## src/design/soc_pkg.sv

```systemverilog
`default_nettype none

package soc_pkg;

  // ----------------------------------------
  // Widths and sizes
  // ----------------------------------------
  localparam int unsigned AddrWidth         = 32;
  localparam int unsigned DataWidth         = 32;
  localparam int unsigned BeWidth           = 4;
  localparam int unsigned NumSramBanks      = 2;
  localparam int unsigned SramBankNumWords  = 256;
  localparam int unsigned SramBankAddrWidth = 8;
  localparam int unsigned BlockAddrWidth    = 21;

  // ----------------------------------------
  // Address map and constants
  // ----------------------------------------
  localparam logic [AddrWidth-1:0] SramBaseAddr    = 32'h1000_0000;
  localparam logic [AddrWidth-1:0] SramBankBytes   = 32'h0000_0400;
  localparam logic [AddrWidth-1:0] SocCtrlBaseAddr = 32'h0300_0000;
  localparam logic [AddrWidth-1:0] SocCtrlBytes    = 32'h0000_0010;
  localparam logic [DataWidth-1:0] ErrRspData      = 32'hBADC_AB1E;
  localparam logic [AddrWidth-1:0] BootAddrDefault = SramBaseAddr;
  localparam logic [DataWidth-1:0] SocIdValue      = 32'h0C0C_2024;

  // Word index of each control register
  localparam logic [1:0] CtrlRegBootAddr = 2'd0;
  localparam logic [1:0] CtrlRegFetchEn  = 2'd1;
  localparam logic [1:0] CtrlRegScratch  = 2'd2;
  localparam logic [1:0] CtrlRegSocId    = 2'd3;

  // ----------------------------------------
  // Bus types
  // ----------------------------------------
  typedef struct packed {
    logic                 req;
    logic [AddrWidth-1:0] addr;
    logic                 we;
    logic [BeWidth-1:0]   be;
    logic [DataWidth-1:0] wdata;
  } obi_req_t;

  typedef struct packed {
    logic                 gnt;
    logic                 rvalid;
    logic [DataWidth-1:0] rdata;
    logic                 err;
  } obi_rsp_t;

  // Router target with bank entries equal to the bank index
  typedef enum logic [1:0] {
    TgtBank0 = 2'd0,
    TgtBank1 = 2'd1,
    TgtCtrl  = 2'd2,
    TgtErr   = 2'd3
  } target_e;

  // Replace only the byte lanes selected by be
  function automatic logic [DataWidth-1:0] be_merge(
    input logic [DataWidth-1:0] old_data,
    input logic [DataWidth-1:0] wdata,
    input logic [BeWidth-1:0]   be
  );
    logic [DataWidth-1:0] merged;
    merged = old_data;
    for (int b = 0; b < BeWidth; b++) begin
      if (be[b]) begin
        merged[b*8 +: 8] = wdata[b*8 +: 8];
      end
    end
    return merged;
  endfunction

endpackage

`default_nettype wire

```

## src/design/req_blocker.sv

```systemverilog
`timescale 1ns/1ps
`default_nettype none

module req_blocker import soc_pkg::*; (
  input  logic                      clk_i,
  input  logic                      reset_i,
  input  obi_req_t                  in_req_i,
  output obi_rsp_t                  in_rsp_o,
  output obi_req_t                  out_req_o,
  input  obi_rsp_t                  out_rsp_i,
  input  logic                      block_i,
  output logic [BlockAddrWidth-1:0] req_addr_o,
  output logic                      valid_o
);

  logic                      reported_q;
  logic [BlockAddrWidth-1:0] req_addr_q;
  logic [BlockAddrWidth-1:0] word_addr;
  logic                      stalled;

  assign word_addr = in_req_i.addr[BlockAddrWidth+1:2];
  assign stalled   = in_req_i.req & block_i;

  // Mask req while blocked so the router never sees or grants it
  always_comb begin
    out_req_o     = in_req_i;
    out_req_o.req = in_req_i.req & ~block_i;
  end

  assign in_rsp_o = out_rsp_i;

  // One strobe per stalled request
  assign valid_o    = stalled & ~reported_q;
  assign req_addr_o = valid_o ? word_addr : req_addr_q;

  always_ff @(posedge clk_i) begin
    if (reset_i) begin
      reported_q <= 1'b0;
      req_addr_q <= '0;
    end else if (valid_o) begin
      reported_q <= 1'b1;
      req_addr_q <= word_addr;
    end else if (in_req_i.req && out_rsp_i.gnt) begin
      // Stalled request finally went through
      reported_q <= 1'b0;
    end
  end

endmodule

`default_nettype wire

```

## config.mk

```make
export PLATFORM = sky130hd
export DESIGN_NAME = req_blocker
export DESIGN_NICKNAME = d
export VERILOG_FILES = /design/src/design/soc_pkg.sv /design/src/design/req_blocker.sv
export SDC_FILE = /design/constraint.sdc
export NUM_CORES = 1
export LEC_CHECK = 0
export ABC_AREA = 1
export BUFFER_PORTS_ARGS = -buffer_cell sky130_fd_sc_hd__buf_2
export CAP_MARGIN = 20
export CELL_PAD_IN_SITES_DETAIL_PLACEMENT = 0
export CELL_PAD_IN_SITES_GLOBAL_PLACEMENT = 1
export CORE_MARGIN = 1
export CORE_UTILIZATION = 21
export DETAILED_ROUTE_END_ITERATION = 10
export PLACE_DENSITY_LB_ADDON = 0.1
export SLEW_MARGIN = 10
export SYNTH_ARGS = -nofsm -noshare
export SYNTH_HDL_FRONTEND = slang
export SYNTH_SLANG_ARGS = --single-unit
```

## constraint.sdc

```tcl
create_clock -name clk_i -period 2.6 [get_ports clk_i]
set_clock_uncertainty 0.15 [all_clocks]
set_input_delay 0.26 -clock clk_i [delete_from_list [all_inputs] [get_ports clk_i]]
set_output_delay 0.26 -clock clk_i [all_outputs]
set_load 0.05 [all_outputs]
```

# Word-level counts from Yosys, hierarchy flattened
# Cells that the tools add are included.
# op_classes
n_addsub	0
n_mul	0
div	0
order_cmp	0
eq_ne	0
n_shift	0
muxes	3
n_bitwise	5
reduce_logical	2
# ops
op	n
21-bit 2-to-1 mux	1
1-bit AND	3
1-bit 2-to-1 mux	2
1-bit NOT	2
2-bit nonzero test	1
1-bit logical AND	1
# word_totals
ff_bits	22
latchBits	0
ramBits	0
rom_bits	0
inputBits	108
output_inout_bits	127
word_cells	12
n_memories	0

# Longest topological paths before layout
# logic_depth
word_depth	3
depth_mapped	6
depth_no_buf	5

# Worst setup path after synthesis
# Ideal clock, no wire load.
# synth_path
path_kind	register to output
startpoint	register reported_q
endpoint	output req_addr_o[10]
arrival_time_ps	1054
required_ps	2190
path_slack_ps	1136
path_stages_with_launch	7
n_path_buf	1
cell_sequence	dfxtp_1 inv_1 nand3_2 buf_2 nand2_1 nand2_1 inv_1
# synth_via
elab_chain_len	3
# synth_rtl
item	line	source
from (decl)	req_blocker.sv:16	logic reported_q;
from (signal assigned)	req_blocker.sv:38	reported_q <= 1'b0;
from (signal assigned)	req_blocker.sv:41	reported_q <= 1'b1;
from (signal assigned)	req_blocker.sv:45	reported_q <= 1'b0;
1-bit NOT	req_blocker.sv:33	assign valid_o = stalled & ~reported_q;
1-bit AND	req_blocker.sv:33	
21-bit 2-to-1 mux	n/a	
to (decl)	req_blocker.sv:12	output logic [BlockAddrWidth-1:0] req_addr_o,
# No other way between the ends.

# Worst setup path after layout
# layout_path
startpoint	register reported_q
endpoint	output req_addr_o[13]
# The elaborated chain is that of the path after synthesis.

==> metrics.md <==
| Metric | Value |
|---|---|
| Outcome | `complete, no violations` |
| Hold violation total from the final report | `0` |
| Post-synthesis share of cell area spent on and, or, nand and nor gates | `0.2057` |
| Most frequent cell on the critical path | `sky130_fd_sc_hd__inv_1` |
| Average cell area after synthesis | `6.651 um^2` |
| Yosys warnings | `0` |
| Part of the Yosys area used for sequential elements | `0.2299` |
| Post-route met1 wirelength | `1442 um` |
| Cell type contributing the most total cell area after synthesis | `sky130_fd_sc_hd__buf_4` |
| Data required time at the worst endpoint | `2.19 ns` |
| Relative slew slack | `0.6495` |
| Via count normalized by instance count | `3.526` |
| Share of final-layout standard cells stronger than drive strength 1 | `0.3755` |
| Most repeated cell in the gate-level netlist after synthesis | `sky130_fd_sc_hd__buf_4` |
| Buffer depth of the longest clock path | `2` |
| Cell at the slowest stage of the critical path | `sky130_fd_sc_hd__nand3_2` |
| Number of hold buffers added after cts | `0` |
| Internal power contribution | `583.8 uW` |
| Number of global-route vias before repair | `1285` |
| Number of port buffers | `70` |
| TritonCTS clock tree | `built` |
| Xor and xnor fraction of the mapped netlist area | `0` |
| Setup violators final | `0` |
| Synth Area in Compound Gates | `0.002613` |
| Max Clock Freq | `0.4720 GHz` |
| Fraction of synthesized area in multiplexers | `0` |
| Total clock buffers created by CTS | `3` |
| Resized cells post-CTS | `0` |
| Max-cap violation count | `0` |
| Total negative slack | `0 ns` |
| PnR worst setup slack | `0.4812 ns` |
| Critical path endpoint category | `output pin` |
| Row count | `34` |
| Area of the multi-input gates | `399.1 um^2` |
| RePlAce Congestion | `0.5786` |
| Detailed-routed wire length on met3 | `358 um` |
| Setup repair after global routing missed its margin | `false` |
| Proportion of total power due to net switching | `0.4248` |
| DRC marker count from the first detailed-route iteration | `10` |
| Die span in x | `97.51 um` |
| Dominant combinational cell family by area after synthesis | `buffers and inverters` |
| CP max FO | `22` |
| # IOs | `235` |
| # clock sinks | `22` |
| Total Nets Final | `362` |
| Class of the most critical setup path | `flop to output pin` |
| Async set or reset register ratio after synthesis | `0` |
| Kind of start point of the critical path | `flop` |
| Routed WL | `3928 um` |
| Worst skew pair latency | `0.26 ns` |
| Via count | `1273` |
| Cells traversed along the worst timing path | `inv_1 > nand3_2 > nand2_1 > nand2_2 > inv_1 > buf_2` |
| Met2 WL | `1906 um` |
| Setup Fix Bufs, Post-CTS | `0` |
| Initial antenna violation count | `0` |
| Final cycle utilization of the critical path | `0.8149` |
| Power density normalized to cell area | `622.1 mW/mm^2` |
| Number of instances in the synthesized netlist | `288` |
| Sequential share of power | `0.362` |
| H-tree level count | `1` |
| Minimum clock period after layout | `2.119 ns` |
| Commonest cells post-synth | `105 x sky130_fd_sc_hd__buf_4, 64 x sky130_fd_sc_hd__inv_1, 49 x sky130_fd_sc_hd__nand2_1, 22 x sky130_fd_sc_hd__dfxtp_1, 22 x sky130_fd_sc_hd__nor2_1` |
| Flip-flop and latch count after synthesis | `22` |
| Data arrival, critical path | `1.71 ns` |
| Clk network pwr share | `0.253` |
| Detailed Routing Iterations Pass 1 | `4` |
| DRC errors left | `0` |
| Pin count of the biggest net entering global routing | `23` |
| HPWL Detailed | `2954 um` |
| Die Y-Extent | `97.51 um` |
| Worst Setup Slack post-DPL | `0.6806 ns` |
| Worst slew pin tran | `0.5252 ns` |
| Number of nets in the synthesized netlist | `396` |
| Post-synthesis share of cell area spent on full adders, half adders and majority gates | `0` |
| Wire length of the first global-routing pass | `6189 um` |
| Top cell type's share of synthesized area | `0.4115` |
| Core area | `0.008763 mm^2` |
| Longest individual stage delay on the worst path | `0.40 ns` |
| Post-route antenna net violation count | `0` |
| Layout overhead on the synthesized area | `-14.83%` |
| Total Die Area | `0.009508 mm^2` |
| Area taken by flip-flops and latches | `440.4 um^2` |
| Routed wire per std cell | `10.88 um` |
| Overflow after GRT | `0` |
| GRT Overall Usage | `0.08104` |
| Clock slew at the register clock pins of the worst setup and hold paths | `0.08 ns` |
| Count of pins over their slew limit | `0` |
| Count of flip-flops with a built-in enable after synthesis | `0` |
| Type of the worst min-delay path | `primary input to flop` |
| Antenna diodes | `0` |
| Number of filler instances in the final layout | `1076` |
| Syn Std Cell Area | `0.001916 mm^2` |
| Leading cell types by total area after synthesis | `sky130_fd_sc_hd__buf_4 41%, sky130_fd_sc_hd__dfxtp_1 23%, sky130_fd_sc_hd__inv_1 13%, sky130_fd_sc_hd__nand2_1 9.6%, sky130_fd_sc_hd__nand2_2 5.6%` |
| Buffer type at the clock tree root | `sky130_fd_sc_hd__clkbuf_8` |
| Leakage power total | `0.001067 uW` |
| Count of unique library cells instantiated by Yosys | `14` |
| Effective utilization at floorplan | `0.2186` |
| Gate power share | `0.385` |
| Ys flop type | `sky130_fd_sc_hd__dfxtp_1` |
| Highest routed metal layer | `met4` |
| Reg-to-reg slack, setup | `1.15 ns` |
| Sw Pwr | `431.2 uW` |
| Worst IR Drop VDD | `0.1474 mV` |
==> path summary, 6_finish.rpt <==
path / start / end / depth (start not counted)
setup / recovery: reported_q / req_addr_o[13] / 6
hold / removal: out_rsp_i[34] / reported_q / 4
setup reg to reg: reported_q / req_addr_q[12] / 5
hold reg to reg: reported_q / reported_q / 2
==> power by group through the flow <==
stage / clock [uW] / combinational, uW / sequential [uW]
2_1_floorplan: 0 / 669 / 374
3_3_place_gp: 0 / 402 / 375
3_5_place_dp: 0 / 399 / 375
4_1_cts: 277 / 401 / 367
5_1_grt: 289 / 425 / 371
6_report: 257 / 391 / 367
==> final cells by class <==
| class | instances | share of cell area |
|---|---|---|
| clock buffer | 4 | 0.03374 |
| inverter | 65 | 0.1495 |
| multi-input combinational | 91 | 0.2446 |
| sequential | 22 | 0.2699 |
| tap | 108 | 0.08282 |
| timing repair buffer | 71 | 0.2193 |
==> routing by layer <==
metal | GRT usage | vias up
li1 | - | 621
met1 | 0.08395 | 555
met2 | 0.1366 | 55
met3 | 0.01655 | 42
met4 | 0.07466 | 0
met5 | 0 | -
==> stage by stage <==
| step | power, uW | hold WS [ns] | std cells | util | cell area, um^2 |
|---|---|---|---|---|---|
| floorplan | 1043 | 0.1791 | 288 | - | 1916 |
| global placement | 776.9 | 0.3546 | 357 | 0.1799 | 1577 |
| detailed placement | 774.4 | 0.3626 | 357 | 0.1799 | 1577 |
| CTS | 1045 | 0.1269 | 361 | 0.1862 | 1632 |
| global route | 1084 | 0.1376 | 361 | 0.1862 | 1632 |
| finish | 1015 | 0.1273 | 361 | 0.1862 | 1632 |
==> worst max-delay path: cells and delay by family (launching register included) <==
family,cells,cell delay [ns]
simple gates,3,0.69
buf+inv,3,0.38
flops,1,0.35
==> cell usage in the layout, fill, tap and decap left out <==
cell type | synthesis | routed
sky130_fd_sc_hd__a21oi_1 | 1 | 1
sky130_fd_sc_hd__inv_1 | 64 | 64
sky130_fd_sc_hd__buf_4 | 105 | 1
sky130_fd_sc_hd__nand2_2 | 17 | 17
sky130_fd_sc_hd__nor2_4 | 1 | 1
sky130_fd_sc_hd__dfxtp_1 | 22 | 22
sky130_fd_sc_hd__nor2_1 | 22 | 22
sky130_fd_sc_hd__nand3_2 | 1 | 1
sky130_fd_sc_hd__buf_2 | 1 | 70
sky130_fd_sc_hd__clkbuf_8 | 0 | 4
sky130_fd_sc_hd__nand2_1 | 49 | 49
sky130_fd_sc_hd__inv_2 | 1 | 1
==> cell families (layout without fill, tap and decap cells) <==
logic type,after synthesis,after routing
buffers and inverters,175,140
and+or+nand+nor,90,90
AOI/OAI and AO/OA,1,1
DFF,22,22
==> state kept, by name (all words and copies together), names as in the netlist <==
register and flops:
reported_q 1, req_addr_q 21
Power figures use the tool's default switching activity.
