`config.mk`:
```
export PLATFORM = sky130hd
export DESIGN_NAME = soc_ctrl_regs
export DESIGN_NICKNAME = d
export VERILOG_FILES = /design/src/design/soc_pkg.sv /design/src/design/soc_ctrl_regs.sv
export SDC_FILE = /design/constraint.sdc
export NUM_CORES = 1
export LEC_CHECK = 0
export BUFFER_PORTS_ARGS = -buffer_cell sky130_fd_sc_hd__buf_2
export CAP_MARGIN = 20
export CORE_ASPECT_RATIO = 2
export CORE_MARGIN = 4
export CORE_UTILIZATION = 52
export CTS_BUF_LIST = sky130_fd_sc_hd__clkbuf_4 sky130_fd_sc_hd__clkbuf_8
export CTS_CLUSTER_SIZE = 8
export DETAILED_ROUTE_END_ITERATION = 10
export MAX_ROUTING_LAYER = met4
export PLACE_DENSITY = 0.83
export SKIP_CTS_REPAIR_TIMING = 1
export SYNTH_ARGS = -nofsm -noshare
export SYNTH_HDL_FRONTEND = slang
export SYNTH_SLANG_ARGS = --single-unit
```
`constraint.sdc`:
```
create_clock -name clk_i -period 1.06 [get_ports clk_i]
set_input_delay 0.053 -clock clk_i [delete_from_list [all_inputs] [get_ports clk_i]]
set_output_delay 0.053 -clock clk_i [all_outputs]
set_load 0.02 [all_outputs]
```
`src/design/soc_pkg.sv`:
```
`default_nettype none

package soc_pkg;

  // ----------------------------------------
  // Widths and sizes
  // ----------------------------------------
  localparam int unsigned AddrWidth         = 32;
  localparam int unsigned DataWidth         = 32;
  localparam int unsigned BeWidth           = 4;
  localparam int unsigned NumSramBanks      = 2;
  localparam int unsigned SramBankNumWords  = 256;
  localparam int unsigned SramBankAddrWidth = 8;
  localparam int unsigned BlockAddrWidth    = 21;

  // ----------------------------------------
  // Address map and constants
  // ----------------------------------------
  localparam logic [AddrWidth-1:0] SramBaseAddr    = 32'h1000_0000;
  localparam logic [AddrWidth-1:0] SramBankBytes   = 32'h0000_0400;
  localparam logic [AddrWidth-1:0] SocCtrlBaseAddr = 32'h0300_0000;
  localparam logic [AddrWidth-1:0] SocCtrlBytes    = 32'h0000_0010;
  localparam logic [DataWidth-1:0] ErrRspData      = 32'hBADC_AB1E;
  localparam logic [AddrWidth-1:0] BootAddrDefault = SramBaseAddr;
  localparam logic [DataWidth-1:0] SocIdValue      = 32'h0C0C_2024;

  // Word index of each control register
  localparam logic [1:0] CtrlRegBootAddr = 2'd0;
  localparam logic [1:0] CtrlRegFetchEn  = 2'd1;
  localparam logic [1:0] CtrlRegScratch  = 2'd2;
  localparam logic [1:0] CtrlRegSocId    = 2'd3;

  // ----------------------------------------
  // Bus types
  // ----------------------------------------
  typedef struct packed {
    logic                 req;
    logic [AddrWidth-1:0] addr;
    logic                 we;
    logic [BeWidth-1:0]   be;
    logic [DataWidth-1:0] wdata;
  } obi_req_t;

  typedef struct packed {
    logic                 gnt;
    logic                 rvalid;
    logic [DataWidth-1:0] rdata;
    logic                 err;
  } obi_rsp_t;

  // Router target with bank entries equal to the bank index
  typedef enum logic [1:0] {
    TgtBank0 = 2'd0,
    TgtBank1 = 2'd1,
    TgtCtrl  = 2'd2,
    TgtErr   = 2'd3
  } target_e;

  // Replace only the byte lanes selected by be
  function automatic logic [DataWidth-1:0] be_merge(
    input logic [DataWidth-1:0] old_data,
    input logic [DataWidth-1:0] wdata,
    input logic [BeWidth-1:0]   be
  );
    logic [DataWidth-1:0] merged;
    merged = old_data;
    for (int b = 0; b < BeWidth; b++) begin
      if (be[b]) begin
        merged[b*8 +: 8] = wdata[b*8 +: 8];
      end
    end
    return merged;
  endfunction

endpackage

`default_nettype wire

```
`src/design/soc_ctrl_regs.sv`:
```
`timescale 1ns/1ps
`default_nettype none

module soc_ctrl_regs import soc_pkg::*; (
  input  logic                 clk_i,
  input  logic                 reset_i,
  input  obi_req_t             req_i,
  output obi_rsp_t             rsp_o,
  input  logic                 fetch_en_i,
  output logic [AddrWidth-1:0] boot_addr_o,
  output logic                 fetch_enable_o
);

  logic [1:0]           reg_idx;
  logic                 wr_en;
  logic [AddrWidth-1:0] boot_addr_q;
  logic                 fetchen_q;
  logic [DataWidth-1:0] scratch_q;
  logic [DataWidth-1:0] rdata_d;
  logic [DataWidth-1:0] rdata_q;
  logic                 rvalid_q;
  logic                 err_q;

  assign reg_idx = req_i.addr[3:2];
  assign wr_en   = req_i.req & req_i.we;

  // Read mux
  always_comb begin
    case (reg_idx)
      CtrlRegBootAddr: rdata_d = boot_addr_q;
      CtrlRegFetchEn:  rdata_d = {{(DataWidth-1){1'b0}}, fetchen_q};
      CtrlRegScratch:  rdata_d = scratch_q;
      default:         rdata_d = SocIdValue;
    endcase
  end

  // ----------------------------------------
  // Register writes
  // ----------------------------------------
  always_ff @(posedge clk_i) begin
    if (reset_i) begin
      boot_addr_q <= BootAddrDefault;
      fetchen_q   <= 1'b0;
      scratch_q   <= '0;
    end else if (wr_en) begin
      case (reg_idx)
        CtrlRegBootAddr: boot_addr_q <= be_merge(boot_addr_q, req_i.wdata, req_i.be);
        CtrlRegFetchEn: begin
          if (req_i.be[0]) begin
            fetchen_q <= req_i.wdata[0];
          end
        end
        CtrlRegScratch:  scratch_q <= be_merge(scratch_q, req_i.wdata, req_i.be);
        default: ;  // ID word is read only
      endcase
    end
  end

  // ----------------------------------------
  // Response
  // ----------------------------------------
  always_ff @(posedge clk_i) begin
    if (reset_i) begin
      rvalid_q <= 1'b0;
      err_q    <= 1'b0;
    end else begin
      rvalid_q <= req_i.req;
      err_q    <= wr_en && (reg_idx == CtrlRegSocId);
    end
  end

  always_ff @(posedge clk_i) begin
    if (req_i.req) begin
      rdata_q <= req_i.we ? '0 : rdata_d;
    end
  end

  always_comb begin
    rsp_o.gnt    = req_i.req;
    rsp_o.rvalid = rvalid_q;
    rsp_o.rdata  = rdata_q;
    rsp_o.err    = err_q;
  end

  assign boot_addr_o    = boot_addr_q;
  assign fetch_enable_o = fetchen_q | fetch_en_i;

endmodule

`default_nettype wire

```
* Word-level counts from Yosys, hierarchy flattened
Cells that the tools add are included.
Word-level totals: register bits 99, bits of input ports 73
Cells by class: bitwise operators 2, reductions and logical operators 11, mux-type cells 1, equal/unequal tests 3
Operators by type and width (count):
- $pmux 32 s3 | 1
- $reduce_and 3->1 | 9
- $eq 2x2->1 const B | 2
- $eq 2x1->1 const B | 1
- $logic_not 2->1 | 1
- $and 1x1->1 | 1
- $logic_and 1x1->1 | 1
- $or 1x1->1 | 1

* Logic depth before layout (Yosys ltp)
Gate-level depths: netlist of the first run.
depth in word-level cells 2, depth in mapped cells 5, depth with buffers taken out 3

* Worst setup path before layout of the first run
Ideal clock, no wire load.
path type input to register, start point input req_i[39] (netlist name), end point register rdata_q[10], data pin, data required time 0.922 ns, path slack 0.075 ns, data arrival time 0.846 ns, library setup time 0.138 ns, stages 5, cell sequence buf_6 or2_2 clkbuf_1 buf_2 nor2_1
On the way: cells in the longest elaborated chain, start to end 2
Ends and longest elaborated chain:
- from (decl) | RTL line soc_ctrl_regs.sv:7 | input obi_req_t req_i,
- $eq 2x2->1, or another cell as far along | RTL line soc_ctrl_regs.sv:29 | case (reg_idx)
- $pmux 32 s3 (*) | RTL line soc_ctrl_regs.sv:29
- to (signal assigned) | RTL line soc_ctrl_regs.sv:74 | rdata_q <= req_i.we ? '0 : rdata_d;
- to (decl) | RTL line soc_ctrl_regs.sv:20 | logic [DataWidth-1:0] rdata_q;
Mark *: on every way between the ends. The rest lies on a longest branch, timed or not. A chain may end at the register's enable or synchronous reset.

* Final worst setup path of the first run
start point register fetchen_q, end point output fetch_enable_o
On the way: cells in the longest elaborated chain, start to end 1
Ends and longest elaborated chain:
- from (decl) | RTL line soc_ctrl_regs.sv:17 | logic fetchen_q;
- from (signal assigned) | RTL line soc_ctrl_regs.sv:50 | fetchen_q <= req_i.wdata[0];
- $or 1x1->1 | RTL line soc_ctrl_regs.sv:86 | assign fetch_enable_o = fetchen_q | fetch_en_i;
- to (decl) | RTL line soc_ctrl_regs.sv:11 | output logic fetch_enable_o
No other way between the ends.

==> results of run 1 <==
[layer usage]
metal / up-vias / global-route usage / wire length (um)
li1: 1640 / - / -
met1: 1599 / 0.237 / 4020
met2: 116 / 0.367 / 5530
met3: 14 / 0.0390 / 460
met4: 0 / 0.0914 / 178
met5: - / - / 0
[sequential cells by signal (all words and copies together) (netlist names)]
register	flops
boot_addr_o	32
err_q	1
fetchen_q	1
rdata_q	32
rvalid_q	1
scratch_q	32
[layout make-up]
type                       instances  share of cell area
clock inverter                     5             0.00919
sequential                        99               0.413
tap                               96              0.0215
clock buffer                      11              0.0271
multi-input combinational        265               0.328
timing repair buffer             165               0.202
[worst min-delay path by stage]
| stage | from | end | cells past startpoint |
|---|---|---|---|
| final | req_i[12] | scratch_q[12] | 3 |
| after global routing | req_i[13] | boot_addr_o[13] | 3 |
| after CTS | req_i[2] | scratch_q[2] | 3 |
| after detailed placement | req_i[2] | scratch_q[2] | 3 |
| after global placement | req_i[7] | scratch_q[7] | 3 |
| after floorplan | req_i[69] | rdata_q[0] | 0 |
[metrics by stage]
step / hold WS (ns) / power (mW) / instances / cell area, um^2 / utilization
4_1_cts: -0.0636 / 7.30 / 618 / 5340 / 0.668
3_3_place_gp: 0.322 / 4.85 / 602 / 5140 / 0.643
6_report: -0.0249 / 7.31 / 641 / 5580 / 0.698
2_1_floorplan: 0.165 / 4.53 / 396 / 4310 / -
5_1_grt: 0.0145 / 7.57 / 641 / 5580 / 0.698
3_5_place_dp: 0.327 / 4.87 / 602 / 5140 / 0.643
[critical path, stage by stage (launching register included)]
cell,delay [ns]
dfxtp_2,0.34
or2_4,0.23
buf_6,0.13
[cell families (layout without fill, tap and decap cells)]
family,count (synthesis),after routing
and+or+nand+nor,148,148
DFF,99,99
muxes,78,78
AOI/OAI and AO/OA,39,39
buffers and inverters,32,181
[Yosys cell counts]
cell	count	area share
clkbuf_1	12	0.010
a21oi_1	19	0.022
a2bb2oi_1	1	0.0020
buf_6	3	0.0078
nor2_2	1	0.0015
and2_1	1	0.0015
o31ai_1	3	0.0052
dfxtp_1	67	0.31
or2_2	2	0.0029
nand3b_1	1	0.0017
nor2_1	29	0.025
buf_2	9	0.010
nand3_2	3	0.0070
nor2b_1	1	0.0015
and3_1	3	0.0044
clkbuf_2	1	0.0012
mux2i_1	78	0.18
o21ai_0	16	0.019
nor3_4	1	0.0038
edfxtp_1	32	0.22
nand2_1	8	0.0070
nand2b_1	81	0.12
nand3_1	15	0.017
and2b_4	1	0.0023
buf_4	7	0.012
nand4_1	1	0.0015
[power by group through the flow]
stage               clock network (mW)  logic [mW]  registers (mW)
detailed placement                   0       0.757            4.11
floorplan                            0       0.333            4.20
global route                      2.64       0.893            4.03
finish                            2.46       0.830            4.02
global placement                     0       0.746            4.11
CTS                               2.51       0.761            4.02
==> results.json, run 1 <==
{
  "io_pins": 141,
  "crit_path_end": "fetch_enable_o",
  "start_util": 0.539,
  "drtPass1Iterations": 4,
  "clkPwrFrac": 0.336,
  "timing.rr.start": "fetchen_q",
  "area_growth_pct": 29.5,
  "multi_input_area_um2": 1830,
  "drv_slew": 0,
  "crit_type": "register to primary output",
  "finalCritPeriodShare": 1.04,
  "grt.overflow.total": 0,
  "post_drt_wl_per_cell_um": 15.9,
  "coreArea_um2": 8000,
  "via_per_inst": 5.26,
  "synth-adder-area-share": 0,
  "ys_types": 26,
  "max_freq_mhz": 903,
  "required_ns": 1.01,
  "p_int_mw": 5.58,
  "grt_pass1_wl_um": 15800,
  "p_leak_nw": 2.49,
  "r2r_setup_slack_ns": 0.11,
  "dieArea_um2": 9900,
  "diodes": 0,
  "fin_nets": 613,
  "ir_worst_vdd_mv": 1.01,
  "cts_tree": "yes",
  "reg2reg_to": "rdata_q[0]",
  "muxShareOfSynthArea": 0.181,
  "final-seq-area_um2": 2300,
  "die_x_um": 72.4,
  "switching_share": 0.236,
  "clkSlewWorstSetupHoldPaths_ns": 0.09,
  "synth_fp_nets": 469,
  "synth_top_family_by_area": "simple AND/OR/NAND/NOR gates",
  "worstSetupStartpointType": "register",
  "skew_ns": 0.00645,
  "whs_ns": -0.0249,
  "cts_buffer_depth": 2,
  "finalWorstSetupSlack_ns": -0.0476,
  "outcome": "finished, violations left",
  "portBuffers": 110,
  "place_congestion": 0.813,
  "syn-cell-area_um2": 4310,
  "grt_max_degree": 44,
  "post-route-min-period_ns": 1.11,
  "seqPwrFrac": 0.551,
  "worst_slew_pin_slew_ns": 0.410,
  "mostFrequentLayoutCells": "buf_2, nand2b_1, mux2i_1",
  "grt_util_all_layers": 0.213,
  "ys_ff_latch": 99,
  "insertion_delay_ns": 0.36,
  "drc": 0,
  "ant_nets": 0,
  "setup_viol": 1,
  "final_common_cell": "buf_2",
  "drtIter0Drc": 333,
  "max_cap_violations": 0,
  "cp-startpoint": "fetchen_q",
  "grt_antenna_before_repair": 0,
  "drive_gt1_frac": 0.305,
  "synth_compound_area_frac": 0.0479,
  "violations": "hold timing, setup timing",
  "avgSynthCellArea_um2": 10.9,
  "cts_buffers": 9,
  "rsz0062_at_grt": "yes",
  "yosysSeqAreaShare": 0.534,
  "end_kind": "primary output",
  "worstRegToRegCells": 3,
  "wirelength_um": 10200,
  "fill_cells": 603,
  "cts_root_buf": "clkbuf_8",
  "comb_power_share": 0.114,
  "htree_num_levels": 3,
  "cp_max_fo": 3,
  "p_per_area_nw_per_um2": 1310,
  "rows": 46,
  "fin_setup_tns_ns": -0.0476,
  "route.vias.total": 3369,
  "synth-simple-area-share": 0.195,
  "hpwl_um": 7100,
  "netlist_instances": 396,
  "dp_slack_ns": -0.0640,
  "power_switching_mw": 1.72,
  "die_h_um": 137,
  "yosys_warnings": 0,
  "arrival_ns": 1.05,
  "cts.sinks": 99,
  "finalHoldViolations": 13,
  "yosys.area_share.xor_xnor": 0,
  "grt_pass1_vias": 3285,
  "hold_path.class": "input pin to register",
  "slew_headroom": 0.727
}
Note: power is estimated with default switching activity, not from simulation.
==> run 2: changes to the inputs <==
--- a/config.mk
+++ b/config.mk
@@ -5,6 +5,7 @@
 export SDC_FILE = /design/constraint.sdc
 export NUM_CORES = 1
 export LEC_CHECK = 0
+export ABC_AREA = 1
 export BUFFER_PORTS_ARGS = -buffer_cell sky130_fd_sc_hd__buf_2
 export CAP_MARGIN = 20
 export CORE_ASPECT_RATIO = 2
==> results.json, run 2 <==
{
  "post_drt_wl_per_cell_um": 14.1,
  "synth.area.top_cells": "dfxtp_1, edfxtp_1, nor2_1",
  "mostFrequentLayoutCells": "nor2_1, nand2_1, buf_2",
  "synth_fp_nets": 628,
  "die_x_um": 72.1,
  "area_growth_pct": 24.3,
  "outcome": "finished, violations left",
  "crit_type": "register to primary output",
  "netlist_instances": 555,
  "reg2reg_to": "rdata_q[19]",
  "insertion_delay_ns": 0.37,
  "ys.flop_type": "dfxtp_1",
  "drive_gt1_frac": 0.250,
  "io_pins": 141,
  "cts.sinks": 99,
  "synth_top_area_frac": 0.314,
  "dpl_cell_area_um2": 5080,
  "max_freq_mhz": 899,
  "yosysSeqAreaShare": 0.539,
  "ant_nets": 0,
  "ys_ff_latch": 99,
  "grt_pass1_vias": 3712,
  "route.vias.total": 4009,
  "dieArea_um2": 9820,
  "final_common_cell": "nor2_1",
  "drtPass1Iterations": 5,
  "cts_tree": "yes",
  "synth_compound_area_frac": 0.0468,
  "synth-simple-area-share": 0.340,
  "coreArea_um2": 8000,
  "start_util": 0.534,
  "utilization": 0.664,
  "grt_pass1_wl_um": 17100,
  "rows": 46,
  "avgSynthCellArea_um2": 7.70,
  "finalWorstSetupSlack_ns": -0.0521,
  "p_per_area_nw_per_um2": 1380,
  "ir_worst_vdd_mv": 0.895,
  "synthMostInstantiatedCell": "nor2_1",
  "slew_headroom": 0.740,
  "portBuffers": 110,
  "wirelength_um": 10900,
  "async_reset_ff_frac": 0,
  "finalPower_mw": 7.36,
  "cp-startpoint": "fetchen_q",
  "timing.rr.start": "scratch_q[19]",
  "muxShareOfSynthArea": 0,
  "hpwl_um": 7790,
  "violations": "setup timing",
  "design_area_um2": 5310,
  "grt.overflow.total": 0,
  "synth_top_cell_by_area": "dfxtp_1",
  "grt_max_degree": 43,
  "worst_slew_pin_slew_ns": 0.389,
  "clkSlewWorstSetupHoldPaths_ns": 0.08,
  "drtIter0Drc": 367,
  "end_kind": "primary output",
  "grt_antenna_before_repair": 0,
  "die_h_um": 136,
  "drc": 0,
  "diodes": 0,
  "synth_edf_count": 32,
  "fin_nets": 744,
  "r2r_setup_slack_ns": 0.11,
  "crit_path_end": "fetch_enable_o",
  "place_congestion": 0.886,
  "max_cap_violations": 0,
  "skew_ns": 0.00374,
  "worstRegToRegCells": 2,
  "htree_num_levels": 3,
  "fin_setup_tns_ns": -0.0521,
  "synth_common_cells": "nor2_1, nand2_1, nand3_1",
  "rsz0062_at_grt": "yes",
  "cts_buffers": 9,
  "synth_top_family_by_area": "simple AND/OR/NAND/NOR gates",
  "via_per_inst": 5.19,
  "finalHoldViolations": 0,
  "grt_util_all_layers": 0.231,
  "yosys_warnings": 0,
  "fill_cells": 680,
  "post-route-min-period_ns": 1.11,
  "worstSetupStartpointType": "register",
  "cp_max_fo": 3,
  "cts_root_buf": "clkbuf_8",
  "setup_viol": 1,
  "required_ns": 1.01,
  "arrival_ns": 1.06,
  "p_leak_nw": 2.40,
  "finalCritPeriodShare": 1.05,
  "synth-adder-area-share": 0,
  "drv_slew": 0,
  "ys_types": 18,
  "hold_path.class": "input pin to register",
  "yosys.area_share.xor_xnor": 0,
  "cts_buffer_depth": 2,
  "syn-cell-area_um2": 4270
}
-- run 2: report_power, final --
part | leakage, nW | switching (mW) | internal, mW
clock network | 0.107 | 1.23 | 1.16
registers | 0.873 | 0.0494 | 4.01
logic | 1.42 | 0.574 | 0.326
total | 2.40 | 1.85 | 5.50
-- run 2: stage by stage --
stage | hold slack (ns) | setup WS (ns) | std cells
floorplan | 0.124 | 0.0820 | 555
global placement | 0.281 | -0.0254 | 754
detailed placement | 0.285 | -0.100 | 754
CTS | -0.119 | -0.168 | 770
global route | 0.0287 | -0.0937 | 772
finish | 0.00862 | -0.0521 | 772
-- run 2: final cells by class --
type                       count  area [um^2]  share of cell area
timing repair buffer         137          865               0.163
clock inverter                 1         5.00            0.000942
tap                           96          120              0.0226
multi-input combinational    382         1670               0.314
clock buffer                  15          194              0.0365
inverter                      42          158              0.0297
sequential                    99         2300               0.434
-- run 2: how the worst min path moves through the flow --
| stage | startpoint | end | slack (ns) | cells past startpoint |
|---|---|---|---|---|
| floorplan | reset_i | rvalid_q | 0.12 | 1 |
| global placement | reset_i | rvalid_q | 0.28 | 2 |
| detailed placement | reset_i | rvalid_q | 0.28 | 2 |
| CTS | reset_i | rvalid_q | -0.12 | 2 |
| global route | req_i[14] | scratch_q[14] | 0.03 | 5 |
| finish | req_i[9] | scratch_q[9] | 0.009 | 5 |
-- run 2: metal layers --
layer / vias to the layer above / part of all wire / track usage
li1: 1984 / - / -
met1: 1851 / 0.37 / 0.246
met2: 149 / 0.54 / 0.404
met3: 25 / 0.061 / 0.0415
met4: 0 / 0.029 / 0.110
met5: - / 0 / -
-- run 2: cells by family after synthesis --
logic type             count (synthesis)
buffers and inverters                 74
AND/OR/NAND/NOR                      342
AO/OA/AOI/OAI                         40
flip-flops                            99
-- run 2: critical path: stages, from the launching register on --
cell and delay (ns):
dfxtp_2 0.34, or2_4 0.22, buf_6 0.13
==> run 3: changes to the inputs <==
--- a/config.mk
+++ b/config.mk
@@ -8,9 +8,11 @@
 export ABC_AREA = 1
 export BUFFER_PORTS_ARGS = -buffer_cell sky130_fd_sc_hd__buf_2
 export CAP_MARGIN = 20
+export CELL_PAD_IN_SITES_DETAIL_PLACEMENT = 0
+export CELL_PAD_IN_SITES_GLOBAL_PLACEMENT = 1
 export CORE_ASPECT_RATIO = 2
 export CORE_MARGIN = 4
-export CORE_UTILIZATION = 52
+export CORE_UTILIZATION = 37
 export CTS_BUF_LIST = sky130_fd_sc_hd__clkbuf_4 sky130_fd_sc_hd__clkbuf_8
 export CTS_CLUSTER_SIZE = 8
 export DETAILED_ROUTE_END_ITERATION = 10
==> results.json, run 3 (synthesis gave the netlist of run 2 again) <==
{
  "outcome": "finished, violations left",
  "violations": "setup timing",
  "seqPwrFrac": 0.548,
  "finalHoldViolations": 0,
  "arrival_ns": 1.04,
  "area_growth_pct": 26.7,
  "final_common_cell": "nor2_1",
  "grt.overflow.total": 0,
  "drtIter0Drc": 192,
  "post-route-min-period_ns": 1.09,
  "insertion_delay_ns": 0.36,
  "cp_slowest_cell": "dfxtp_2",
  "setup_viol": 1,
  "path_cells": "or2_4, buf_6",
  "cts_tree": "yes",
  "slew_headroom": 0.737,
  "finalWorstSetupSlack_ns": -0.0330,
  "dieArea_um2": 13400,
  "rsz0062_at_grt": "yes",
  "clkPwrFrac": 0.329,
  "fin_cells": 824,
  "drtPass1Iterations": 7,
  "crit_path_max_incr_delay_ns": 0.34,
  "min-delay-start": "req_i[30]",
  "p_int_mw": 5.53,
  "start_util": 0.379,
  "drive_gt1_frac": 0.257,
  "die_h_um": 160,
  "cts_root_buf": "clkbuf_8",
  "post_drt_wl_per_cell_um": 13.5,
  "worst_slew_pin_slew_ns": 0.394,
  "grt_pass1_vias": 3763,
  "timing.rr.start": "fetchen_q",
  "placedCellCount": 805,
  "hold_path.class": "input pin to register",
  "via_per_inst": 4.67,
  "io_pins": 141,
  "fill_cells": 1148,
  "cp_num_buf_inv": 1,
  "fin_nets": 750,
  "p_leak_nw": 2.42,
  "cpLargestDelayFamily": "flip-flops",
  "p_per_area_nw_per_um2": 1370,
  "max_freq_mhz": 915,
  "place_congestion": 0.800,
  "rows": 55,
  "clkSlewWorstSetupHoldPaths_ns": 0.10,
  "cp-startpoint": "fetchen_q",
  "coreArea_um2": 11300,
  "cts_buffers": 9,
  "die_x_um": 84,
  "required_ns": 1.01,
  "ant_nets": 0,
  "whs_ns": 0.0183,
  "skew_ns": 0.0142,
  "htree_num_levels": 3,
  "cts.sinks": 99,
  "cts_buffer_depth": 2,
  "worstSetupStartpointType": "register",
  "drv_slew": 0,
  "drc": 0,
  "grt_max_degree": 51,
  "wirelength_um": 11100,
  "grt_util_all_layers": 0.172,
  "power_switching_mw": 1.89,
  "diodes": 0,
  "grt_antenna_before_repair": 0,
  "route.vias.total": 3847,
  "grt_pass1_wl_um": 18100,
  "hpwl_um": 8030,
  "finalCritPeriodShare": 1.03,
  "mostFrequentLayoutCells": "nor2_1, nand2_1, buf_2",
  "end_kind": "primary output",
  "ir_worst_vdd_mv": 0.555,
  "comb_power_share": 0.123,
  "max_cap_violations": 0,
  "portBuffers": 110,
  "crit_type": "register to primary output",
  "switching_share": 0.255,
  "cp_max_fo": 2
}
[run 3: per-layer routing]
layer	track usage	routed length, um	vias up	share of wire
met3	0.0227	402	16	0.036
met4	0.0717	218	0	0.020
met5	-	0	-	0
met2	0.307	5880	92	0.53
li1	-	-	1989	-
met1	0.190	4590	1750	0.41
[run 3: area by class of cell]
type | instances | area [um^2] | share of cell area
sequential | 99 | 2300 | 0.425
multi-input combinational | 382 | 1670 | 0.308
timing repair buffer | 143 | 910 | 0.168
tap | 142 | 178 | 0.0328
inverter | 42 | 158 | 0.0291
clock buffer | 12 | 146 | 0.0270
clock inverter | 4 | 52.6 | 0.00971
[run 3: worst register-to-register path: stages, from the launching register on]
cell     delay (ns)
dfxtp_2        0.34
buf_4          0.13
nand3_1        0.07
nand3_1        0.07
nand2_1        0.06
inv_1          0.04
[run 3: path summary, 6_finish.rpt]
check	slack (ns)	end	depth (start not counted)
worst max-delay path	-0.03	fetch_enable_o	2
worst max register to register	0.11	rdata_q[0]	5
worst min register to register	0.48	scratch_q[26]	2
worst min-delay path	0.02	boot_addr_o[30]	5
[run 3: power by group through the flow]
stage / clock network (mW) / registers [mW] / logic (mW)
after global placement: 0 / 4.15 / 0.897
final: 2.44 / 4.06 / 0.909
after global routing: 2.66 / 4.08 / 0.999
after CTS: 2.53 / 4.06 / 0.908
after floorplan: 0 / 4.25 / 0.403
after detailed placement: 0 / 4.15 / 0.905
[run 3: per-stage QoR]
stage / setup TNS [ns] / instance area (um^2) / worst slack, ns / total power, mW / utilization
2_1_floorplan: 0 / 4270 / 0.0820 / 4.65 / -
3_3_place_gp: -0.121 / 5180 / -0.0108 / 5.05 / 0.459
3_5_place_dp: -1.32 / 5180 / -0.0570 / 5.06 / 0.459
4_1_cts: -0.163 / 5380 / -0.163 / 7.50 / 0.476
5_1_grt: -0.0611 / 5410 / -0.0611 / 7.74 / 0.480
6_report: -0.0330 / 5410 / -0.0330 / 7.41 / 0.480
